`config.mk`:
```
export PLATFORM = sky130hd
export DESIGN_NAME = lpRegs
export DESIGN_NICKNAME = d
export VERILOG_FILES = /design/src/hw/lpPkg.sv /design/src/hw/lpRegDecode.sv /design/src/hw/lpCsra.sv /design/src/hw/lpBar.sv /design/src/hw/lpCounters.sv /design/src/hw/lpIntr.sv /design/src/hw/lpRegs.sv
export VERILOG_INCLUDE_DIRS = /design/src /design/src/hw
export SDC_FILE = /design/constraint.sdc
export NUM_CORES = 1
export LEC_CHECK = 0
export ABC_AREA = 1
export BUFFER_PORTS_ARGS = -buffer_cell sky130_fd_sc_hd__buf_2
export CAP_MARGIN = 40
export CORE_ASPECT_RATIO = 1.5
export CORE_MARGIN = 2
export CORE_UTILIZATION = 50
export DETAILED_ROUTE_END_ITERATION = 10
export PLACE_DENSITY = 0.76
export SKIP_CTS_REPAIR_TIMING = 1
export SLEW_MARGIN = 25
export SYNTH_ARGS = -nofsm -noshare
export SYNTH_HDL_FRONTEND = slang
export SYNTH_SLANG_ARGS = --single-unit
export TNS_END_PERCENT = 50
```
`constraint.sdc`:
```
create_clock -name clk -period 2.05 [get_ports clk]
set_input_delay 0.5125 -clock clk [delete_from_list [all_inputs] [get_ports clk]]
set_output_delay 0.5125 -clock clk [all_outputs]
set_load 0.005 [all_outputs]
```
`src/hw/lp20_defs.svh`:
```
// LP20 register offsets and CSRA field positions

`ifndef LP20_DEFS_SVH
`define LP20_DEFS_SVH

////////////////////////////////////////////////////////////////////////////
// Register word offsets
////////////////////////////////////////////////////////////////////////////

`define LP_OFF_CSRA  2'd0
`define LP_OFF_BAR   2'd1
`define LP_OFF_BCTR  2'd2
`define LP_OFF_PCTR  2'd3

////////////////////////////////////////////////////////////////////////////
// CSRA bit positions
////////////////////////////////////////////////////////////////////////////

// High byte
`define LP_CSRA_ERR       15
`define LP_CSRA_PCZ       14
`define LP_CSRA_UNDC      13
`define LP_CSRA_VFURDY    12
`define LP_CSRA_ONLINE    11
`define LP_CSRA_DHLD      10
`define LP_CSRA_ECLR      9
`define LP_CSRA_INIT      8

// Low byte
`define LP_CSRA_DONE      7
`define LP_CSRA_IE        6
`define LP_CSRA_BARHI_HI  5
`define LP_CSRA_BARHI_LO  4
`define LP_CSRA_MODE_HI   3
`define LP_CSRA_MODE_LO   2
`define LP_CSRA_PAR       1
`define LP_CSRA_GO        0

`endif

```
`src/hw/lpPkg.sv`:
```
// LP20 register slice types shared by the RTL and the testbench

package lpPkg;

   //////////////////////////////////////////////////////////////////////////
   // Bus and register widths
   //////////////////////////////////////////////////////////////////////////

   // Device bus data word
   typedef logic [35:0] lpData_t;

   // Register image as read by the host
   typedef logic [15:0] lpReg_t;

   // DMA bus address, BAR plus the two CSRA extension bits
   typedef logic [17:0] lpBusAddr_t;

   // Byte or page count
   typedef logic [11:0] lpCount_t;

   // Register word offset on the device bus
   typedef logic [1:0] lpOffset_t;

endpackage

```
`src/hw/lpRegDecode.sv`:
```
// LP20 register decode, write strobes per register and host read mux

`timescale 1ns/1ps

`include "lp20_defs.svh"

module lpRegDecode import lpPkg::*; (
   input  lpOffset_t devAddr,
   input  logic      devWrite,
   input  logic      devLoByte,
   input  logic      devHiByte,
   input  lpReg_t    regCsra,
   input  lpReg_t    regBar,
   input  lpCount_t  regBctr,
   input  lpCount_t  regPctr,
   output logic      csraWrite,
   output logic      barWrite,
   output logic      bctrWrite,
   output logic      pctrWrite,
   output lpReg_t    regOut
);

   // A write with no byte lane selected touches nothing
   logic laneWrite;

   assign laneWrite = devWrite & (devLoByte | devHiByte);

   // One strobe per register offset
   assign csraWrite = laneWrite & (devAddr == `LP_OFF_CSRA);
   assign barWrite  = laneWrite & (devAddr == `LP_OFF_BAR);
   assign bctrWrite = laneWrite & (devAddr == `LP_OFF_BCTR);
   assign pctrWrite = laneWrite & (devAddr == `LP_OFF_PCTR);

   // Read mux, counters zero-extended to 16 bits
   always_comb
   begin
      case (devAddr)
         `LP_OFF_CSRA: regOut = regCsra;
         `LP_OFF_BAR:  regOut = regBar;
         `LP_OFF_BCTR: regOut = {4'b0000, regBctr};
         default:      regOut = {4'b0000, regPctr};
      endcase
   end

endmodule

```
`src/hw/lpCsra.sv`:
```
// LP20 control and status register A with sticky status and interrupt set term

`timescale 1ns/1ps

`include "lp20_defs.svh"

module lpCsra import lpPkg::*; (
   input  logic       clk,
   input  logic       rst,
   input  logic       devReset,
   input  logic       devLoByte,
   input  logic       devHiByte,
   input  logic       bctrWrite,
   input  logic       pctrWrite,
   input  logic       csraWrite,
   input  lpData_t    devData,
   input  logic       online,
   input  logic       lpe,
   input  logic       vfuRdy,
   input  logic       cmdGo,
   input  logic       setUndc,
   input  logic       setMpe,
   input  logic       setDhld,
   input  logic       clrDhld,
   input  logic       setPcz,
   input  logic       setDone,
   input  logic [1:0] busAddrHi,
   output logic       init,
   output lpReg_t     regCsra,
   output logic       setIrq
);

   logic eclr;
   logic lastOnline;
   logic lastVfuRdy;
   logic lastLpe;
   logic setErr;
   logic err;
   logic pcz;
   logic undc;
   logic dhld;
   logic done;
   logic ie;
   logic [1:0] mode;
   logic par;

   logic loWrite;
   logic hiWrite;

   assign loWrite = csraWrite & devLoByte;
   assign hiWrite = csraWrite & devHiByte;

   ////////////////////////////////////////////////////////////////////////////
   // Write-only pulses
   ////////////////////////////////////////////////////////////////////////////

   // Bus reset or INIT written high
   assign init = devReset | (hiWrite & devData[`LP_CSRA_INIT]);

   // Error clear, also implied by init
   assign eclr = init | (hiWrite & devData[`LP_CSRA_ECLR]);

   ////////////////////////////////////////////////////////////////////////////
   // Printer level edges
   ////////////////////////////////////////////////////////////////////////////

   // One registered copy of each level
   always_ff @(posedge clk)
   begin
      if (rst)
      begin
         lastOnline <= 1'b0;
         lastVfuRdy <= 1'b0;
         lastLpe    <= 1'b0;
      end
      else
      begin
         lastOnline <= online;
         lastVfuRdy <= vfuRdy;
         lastLpe    <= lpe;
      end
   end

   // Parity fault, online drop, VFU drop, printer parity rise
   assign setErr = setMpe | (~online & lastOnline) | (~vfuRdy & lastVfuRdy)
                 | (lpe & ~lastLpe);

   ////////////////////////////////////////////////////////////////////////////
   // Sticky status bits
   ////////////////////////////////////////////////////////////////////////////

   always_ff @(posedge clk)
   begin
      if (rst)
      begin
         err  <= 1'b0;
         pcz  <= 1'b0;
         undc <= 1'b0;
         dhld <= 1'b0;
         done <= 1'b0;
      end
      else
      begin
         // ERR holds until an error clear
         if (eclr)
            err <= 1'b0;
         else if (setErr)
            err <= 1'b1;
         // PCZ, clear wins over set
         if (init | pctrWrite)
            pcz <= 1'b0;
         else if (setPcz)
            pcz <= 1'b1;
         // UNDC dropped by a new go command
         if (cmdGo)
            undc <= 1'b0;
         else if (setUndc)
            undc <= 1'b1;
         // DHLD, then host may write it directly
         if (init | clrDhld)
            dhld <= 1'b0;
         else if (setDhld)
            dhld <= 1'b1;
         else if (hiWrite)
            dhld <= devData[`LP_CSRA_DHLD];
         // DONE set by init as well
         if (bctrWrite)
            done <= 1'b0;
         else if (init | setDone)
            done <= 1'b1;
      end
   end

   ////////////////////////////////////////////////////////////////////////////
   // Host control bits, low byte
   ////////////////////////////////////////////////////////////////////////////

   always_ff @(posedge clk)
   begin
      if (rst | init)
      begin
         ie   <= 1'b0;
         mode <= 2'b00;
         par  <= 1'b0;
      end
      else if (loWrite)
      begin
         ie   <= devData[`LP_CSRA_IE];
         mode <= devData[`LP_CSRA_MODE_HI:`LP_CSRA_MODE_LO];
         par  <= devData[`LP_CSRA_PAR];
      end
   end

   // Read image, GO follows the live go command
   assign regCsra = {err, pcz, undc, vfuRdy, online, dhld, eclr, init,
                     done, ie, busAddrHi, mode, par, cmdGo};

   // Any error, PCZ, UNDC or DONE set, or either level changing
   assign setIrq = setErr | setPcz | setUndc | setDone
                 | (vfuRdy != lastVfuRdy) | (online != lastOnline);

endmodule

```
`src/hw/lpBar.sv`:
```
// LP20 bus address register, host loaded and stepped by DMA

`timescale 1ns/1ps

`include "lp20_defs.svh"

module lpBar import lpPkg::*; (
   input  logic       clk,
   input  logic       rst,
   input  logic       init,
   input  logic       barWrite,
   input  logic       csraWrite,
   input  logic       devLoByte,
   input  logic       devHiByte,
   input  lpData_t    devData,
   input  logic       dmaByte,
   output lpBusAddr_t busAddr
);

   // Writes win over the DMA step
   always_ff @(posedge clk)
   begin
      if (rst | init)
         busAddr <= '0;
      else if (barWrite)
      begin
         if (devLoByte)
            busAddr[7:0] <= devData[7:0];
         if (devHiByte)
            busAddr[15:8] <= devData[15:8];
      end
      // Extension bits live in the CSRA low byte
      else if (csraWrite & devLoByte)
         busAddr[17:16] <= devData[`LP_CSRA_BARHI_HI:`LP_CSRA_BARHI_LO];
      else if (dmaByte)
         busAddr <= busAddr + 18'd1;
   end

endmodule

```
`src/hw/lpCounters.sv`:
```
// LP20 byte and page counters with done and page-count-zero events

`timescale 1ns/1ps

module lpCounters import lpPkg::*; (
   input  logic     clk,
   input  logic     rst,
   input  logic     init,
   input  logic     bctrWrite,
   input  logic     pctrWrite,
   input  logic     devLoByte,
   input  logic     devHiByte,
   input  lpData_t  devData,
   input  logic     dmaByte,
   input  logic     formFeed,
   output lpCount_t regBctr,
   output lpCount_t regPctr,
   output logic     setDone,
   output logic     setPcz
);

   logic bctrStep;
   logic pctrStep;

   // Counting only when neither init nor a host write takes the cycle
   assign bctrStep = dmaByte & ~init & ~bctrWrite;
   assign pctrStep = formFeed & ~init & ~pctrWrite & (regPctr != 12'd0);

   // Wrap of the byte count ends the transfer
   assign setDone = bctrStep & (regBctr == 12'hFFF);

   // Last page printed
   assign setPcz = pctrStep & (regPctr == 12'd1);

   ////////////////////////////////////////////////////////////////////////////
   // Byte counter, counts up
   ////////////////////////////////////////////////////////////////////////////

   always_ff @(posedge clk)
   begin
      if (rst | init)
         regBctr <= '0;
      else if (bctrWrite)
      begin
         if (devLoByte)
            regBctr[7:0] <= devData[7:0];
         if (devHiByte)
            regBctr[11:8] <= devData[11:8];
      end
      else if (bctrStep)
         regBctr <= regBctr + 12'd1;
   end

   ////////////////////////////////////////////////////////////////////////////
   // Page counter, counts down and stops at zero
   ////////////////////////////////////////////////////////////////////////////

   always_ff @(posedge clk)
   begin
      if (rst | init)
         regPctr <= '0;
      else if (pctrWrite)
      begin
         if (devLoByte)
            regPctr[7:0] <= devData[7:0];
         if (devHiByte)
            regPctr[11:8] <= devData[11:8];
      end
      else if (pctrStep)
         regPctr <= regPctr - 12'd1;
   end

endmodule

```
`src/hw/lpIntr.sv`:
```
// LP20 interrupt pending latch with enable and host acknowledge

`timescale 1ns/1ps

module lpIntr (
   input  logic clk,
   input  logic rst,
   input  logic init,
   input  logic setIrq,
   input  logic ie,
   input  logic irqAck,
   output logic irq
);

   logic pending;

   // Set beats acknowledge in the same cycle
   always_ff @(posedge clk)
   begin
      if (rst)
         pending <= 1'b0;
      else if (setIrq)
         pending <= 1'b1;
      else if (irqAck | init)
         pending <= 1'b0;
   end

   // Request only while enabled
   assign irq = pending & ie;

endmodule

```
`src/hw/lpRegs.sv`:
```
// LP20 register slice top level, decode, CSRA, BAR, counters and interrupt

`timescale 1ns/1ps

`include "lp20_defs.svh"

module lpRegs import lpPkg::*; (
   input  logic       clk,
   input  logic       rst,
   // Host device bus
   input  lpOffset_t  devAddr,
   input  logic       devWrite,
   input  logic       devLoByte,
   input  logic       devHiByte,
   input  lpData_t    devData,
   input  logic       devReset,
   input  logic       irqAck,
   // DMA side strobes
   input  logic       dmaByte,
   input  logic       formFeed,
   input  logic       cmdGo,
   input  logic       setUndc,
   input  logic       setMpe,
   input  logic       setDhld,
   input  logic       clrDhld,
   // Printer levels
   input  logic       online,
   input  logic       vfuRdy,
   input  logic       lpe,
   output lpReg_t     regOut,
   output lpBusAddr_t busAddr,
   output logic       irq
);

   logic     csraWrite;
   logic     barWrite;
   logic     bctrWrite;
   logic     pctrWrite;
   logic     init;
   logic     setIrq;
   logic     setDone;
   logic     setPcz;
   lpReg_t   regCsra;
   lpCount_t regBctr;
   lpCount_t regPctr;

   ////////////////////////////////////////////////////////////////////////////
   // Decode and read mux
   ////////////////////////////////////////////////////////////////////////////

   lpRegDecode lpRegDecode_i (
      .devAddr   (devAddr),
      .devWrite  (devWrite),
      .devLoByte (devLoByte),
      .devHiByte (devHiByte),
      .regCsra   (regCsra),
      .regBar    (busAddr[15:0]),
      .regBctr   (regBctr),
      .regPctr   (regPctr),
      .csraWrite (csraWrite),
      .barWrite  (barWrite),
      .bctrWrite (bctrWrite),
      .pctrWrite (pctrWrite),
      .regOut    (regOut)
   );

   ////////////////////////////////////////////////////////////////////////////
   // Registers
   ////////////////////////////////////////////////////////////////////////////

   lpCsra lpCsra_i (
      .clk       (clk),
      .rst       (rst),
      .devReset  (devReset),
      .devLoByte (devLoByte),
      .devHiByte (devHiByte),
      .bctrWrite (bctrWrite),
      .pctrWrite (pctrWrite),
      .csraWrite (csraWrite),
      .devData   (devData),
      .online    (online),
      .lpe       (lpe),
      .vfuRdy    (vfuRdy),
      .cmdGo     (cmdGo),
      .setUndc   (setUndc),
      .setMpe    (setMpe),
      .setDhld   (setDhld),
      .clrDhld   (clrDhld),
      .setPcz    (setPcz),
      .setDone   (setDone),
      .busAddrHi (busAddr[17:16]),
      .init      (init),
      .regCsra   (regCsra),
      .setIrq    (setIrq)
   );

   lpBar lpBar_i (
      .clk       (clk),
      .rst       (rst),
      .init      (init),
      .barWrite  (barWrite),
      .csraWrite (csraWrite),
      .devLoByte (devLoByte),
      .devHiByte (devHiByte),
      .devData   (devData),
      .dmaByte   (dmaByte),
      .busAddr   (busAddr)
   );

   lpCounters lpCounters_i (
      .clk       (clk),
      .rst       (rst),
      .init      (init),
      .bctrWrite (bctrWrite),
      .pctrWrite (pctrWrite),
      .devLoByte (devLoByte),
      .devHiByte (devHiByte),
      .devData   (devData),
      .dmaByte   (dmaByte),
      .formFeed  (formFeed),
      .regBctr   (regBctr),
      .regPctr   (regPctr),
      .setDone   (setDone),
      .setPcz    (setPcz)
   );

   // Interrupt, enable taken from the CSRA image
   lpIntr lpIntr_i (
      .clk    (clk),
      .rst    (rst),
      .init   (init),
      .setIrq (setIrq),
      .ie     (regCsra[`LP_CSRA_IE]),
      .irqAck (irqAck),
      .irq    (irq)
   );

endmodule

```
==> run summary <==
GRT Total Usage -> 31.9%
Num ports -> 90
Async S/R FF share, synth -> 0%
Fillcell total -> 793
Worst Skew -> 0.00462 ns
Multi-input logic area -> 2650 um2
Yosys cell types -> 41
CP dominant cell by count -> buf_2
Row Count -> 40
N_diodes -> 0
Via count -> 5018
Hold Path Depth -> 2
Initial antenna violation count -> 0
Ratio of cells with drive above 1 in the final layout -> 21.0%
Worst setup path category -> in -> out
Worst hold path type -> in -> reg
Pin count of the biggest net entering global routing -> 30
Synthesized cell area -> 4150 um2
Simple-Gate Fraction of Synth Area -> 42.1%
Placed cell count -> 877
H-Tree Depth -> 2
Placer Congestion -> 0.961
Commonest non-fill, non-tap cells in the layout -> 166 x nand2_1, 105 x nor2_1, 80 x inv_1
Final Slew Violations -> 0
Largest stage delay, worst path -> 0.17 ns
Largest family of logic cells by synthesized area -> simple AND/OR/NAND/NOR gates
Antenna-violating nets left -> 0
Initial Util -> 51.5%
Register area -> 1100 um2
Iter 0 DRT Violations -> 413
Mux share of post-synthesis cell area -> 0%
Status -> finished, final reports clean
Commonest non-fill, non-tap cell in the layout -> nand2_1
Number of global-route vias before repair -> 4774
Area fraction in compound gates after synthesis -> 17.8%
Synthesized flop and latch total -> 55
Crit path cell chain -> buf_2 > nor2_4 > buf_6 > nand4_4 > nand2_4 > inv_1 > nand2_1 > a21oi_1 > o21ai_1 > buf_2
IO buf count -> 69
Sequential element share of the synthesized area -> 26.5%
Crit path launch type -> input port
Final Setup Violations -> 0
Clock Pin Slew Worst Setup and Hold Paths -> 0.07 ns
CTS tree -> done
Slew @ Worst Pin -> 0.565 ns
Worst skew pair latency -> 0.30 ns
HPWL after DPL -> 11100 um
Number of flops mapped to enable cells by yosys -> 0
Main synth FF type -> dfxtp_1
Clock sinks -> 55
Final nets -> 845
Total Die Area -> 9060 um2
Hold slack -> 0.374 ns
Req. time, crit path -> 1.54 ns
Fmax -> 490 MHz
PD cells -> 527 nW/um2
Avg Cell Area, Syn -> 6.06 um2
Die Y -> 116 um
Synth Instances -> 685
Arr. time, crit path -> 1.53 ns
Adder-cell share of the synthesized area -> 2.11%
Xor/xnor share of the synthesized area -> 0.422%
Layout area overhead -> 22.6%
Die W -> 78.4 um
Routed length per instance -> 16.0 um
Non-Filler Instances -> 887
Crit path max fanout -> 4
Grt ovf -> 0
Setup crit end kind -> primary output
Max-Cap Viols -> 0
Total CTS buffers -> 5
VDD IR-drop max -> 0.430 mV
Hold Fails Final Rpt -> 0
First-pass GRT wire length -> 22600 um
Worst path slowest cell -> nor2_4
Leak Pwr -> 2.41 nW
Via density -> 5.66
DRT Wirelength -> 14200 um
Max transition margin -> 62.0%
Post-route DRC -> 0
Syn Nets -> 747
Drt first pass iters -> 5
Root Buffer Master -> clkbuf_16
Final Cycle Share -> 99.6%
Clock tree buffer depth -> 2
Final min period -> 2.04 ns
R2R cell count -> 9
RSZ-0062 raised after global routing -> true
Synth warnings -> 0
Core area -> 8060 um2
## worst max-delay path, delay by kind of cell
| family | cells | cell delay (ns) |
|---|---|---|
| buffers and inverters | 4 | 0.44 |
| AND/OR/NAND/NOR | 4 | 0.42 |
| AO/OA/AOI/OAI | 2 | 0.16 |
## cells by family after synthesis
| logic type | Yosys count |
|---|---|
| and+or+nand+nor | 384 |
| AOI/OAI and AO/OA | 131 |
| buffers and inverters | 106 |
| xor gates and xnor gates | 2 |
| DFF | 55 |
| adders and majority gates | 7 |
## worst paths after layout
kind / start / to / slack (ns)
setup / recovery: devAddr[1] / regOut[9] / 0.008
setup reg to reg: lpBar_i.busAddr[0] / lpBar_i.busAddr[10] / 0.21
hold / removal: clrDhld / lpCsra_i.dhld / 0.37
hold reg to reg: lpCsra_i.mode[0] / lpCsra_i.mode[0] / 0.46
## final cells by class
class | count | share of cell area (%)
repair buffers | 110 | 14.5
multi-input cells | 524 | 52.2
well taps | 105 | 2.58
flip-flops and latches | 55 | 21.6
inverters | 87 | 6.54
clock buffers | 6 | 2.53
## power by group
group / internal [mW] / total [mW] / switching [mW]
Sequential: 1.10 / 1.14 / 0.0347
Clock: 0.442 / 0.840 / 0.398
Combinational: 0.266 / 0.701 / 0.434
## sequential cells by signal (all words and copies together), names as in the netlist, 2 cells and up
name and cells:
lpCounters_i.regBctr 12, lpCsra_i.mode 2, lpBar_i.busAddr 18, lpCounters_i.regPctr 12
## cell usage after synthesis, types with 6 or more instances
| cell | n | share of area [%] |
|---|---|---|
| a21oi_1 | 44 | 5.3 |
| buf_6 | 7 | 1.9 |
| clkbuf_1 | 7 | 0.63 |
| dfxtp_1 | 55 | 27 |
| ha_1 | 7 | 2.1 |
| inv_1 | 81 | 7.3 |
| nand2_1 | 166 | 15 |
| nand3_1 | 60 | 7.2 |
| nand4_1 | 11 | 1.7 |
| nor2_1 | 105 | 9.5 |
| nor2_4 | 6 | 1.6 |
| nor3_1 | 12 | 1.4 |
| o21ai_0 | 58 | 7.0 |
| o22ai_1 | 11 | 1.7 |
## per-layer routing
| layer | routed length (um) | track usage, % | vias to the layer above |
|---|---|---|---|
| li1 | - | - | 2420 |
| met1 | 5310 | 35.3 | 2312 |
| met2 | 7240 | 57.6 | 240 |
| met3 | 881 | 3.97 | 46 |
| met4 | 753 | 20.1 | 0 |
| met5 | 0 | 0 | - |
## per-stage QoR
stage | worst slack (ns) | setup TNS (ns) | utilization, % | power [mW] | instance area (um2)
after floorplan | 0.116 | 0 | - | 1.59 | 4150
after global placement | -0.0531 | -0.0531 | 60.2 | 1.81 | 4850
after detailed placement | -0.0849 | -0.0892 | 60.2 | 1.83 | 4850
after CTS | -0.0866 | -0.0982 | 61.8 | 2.65 | 4980
after global routing | -0.0874 | -0.122 | 63.1 | 2.81 | 5090
final | 0.00814 | 0 | 63.1 | 2.68 | 5090
(Power assumes the default switching activity.)
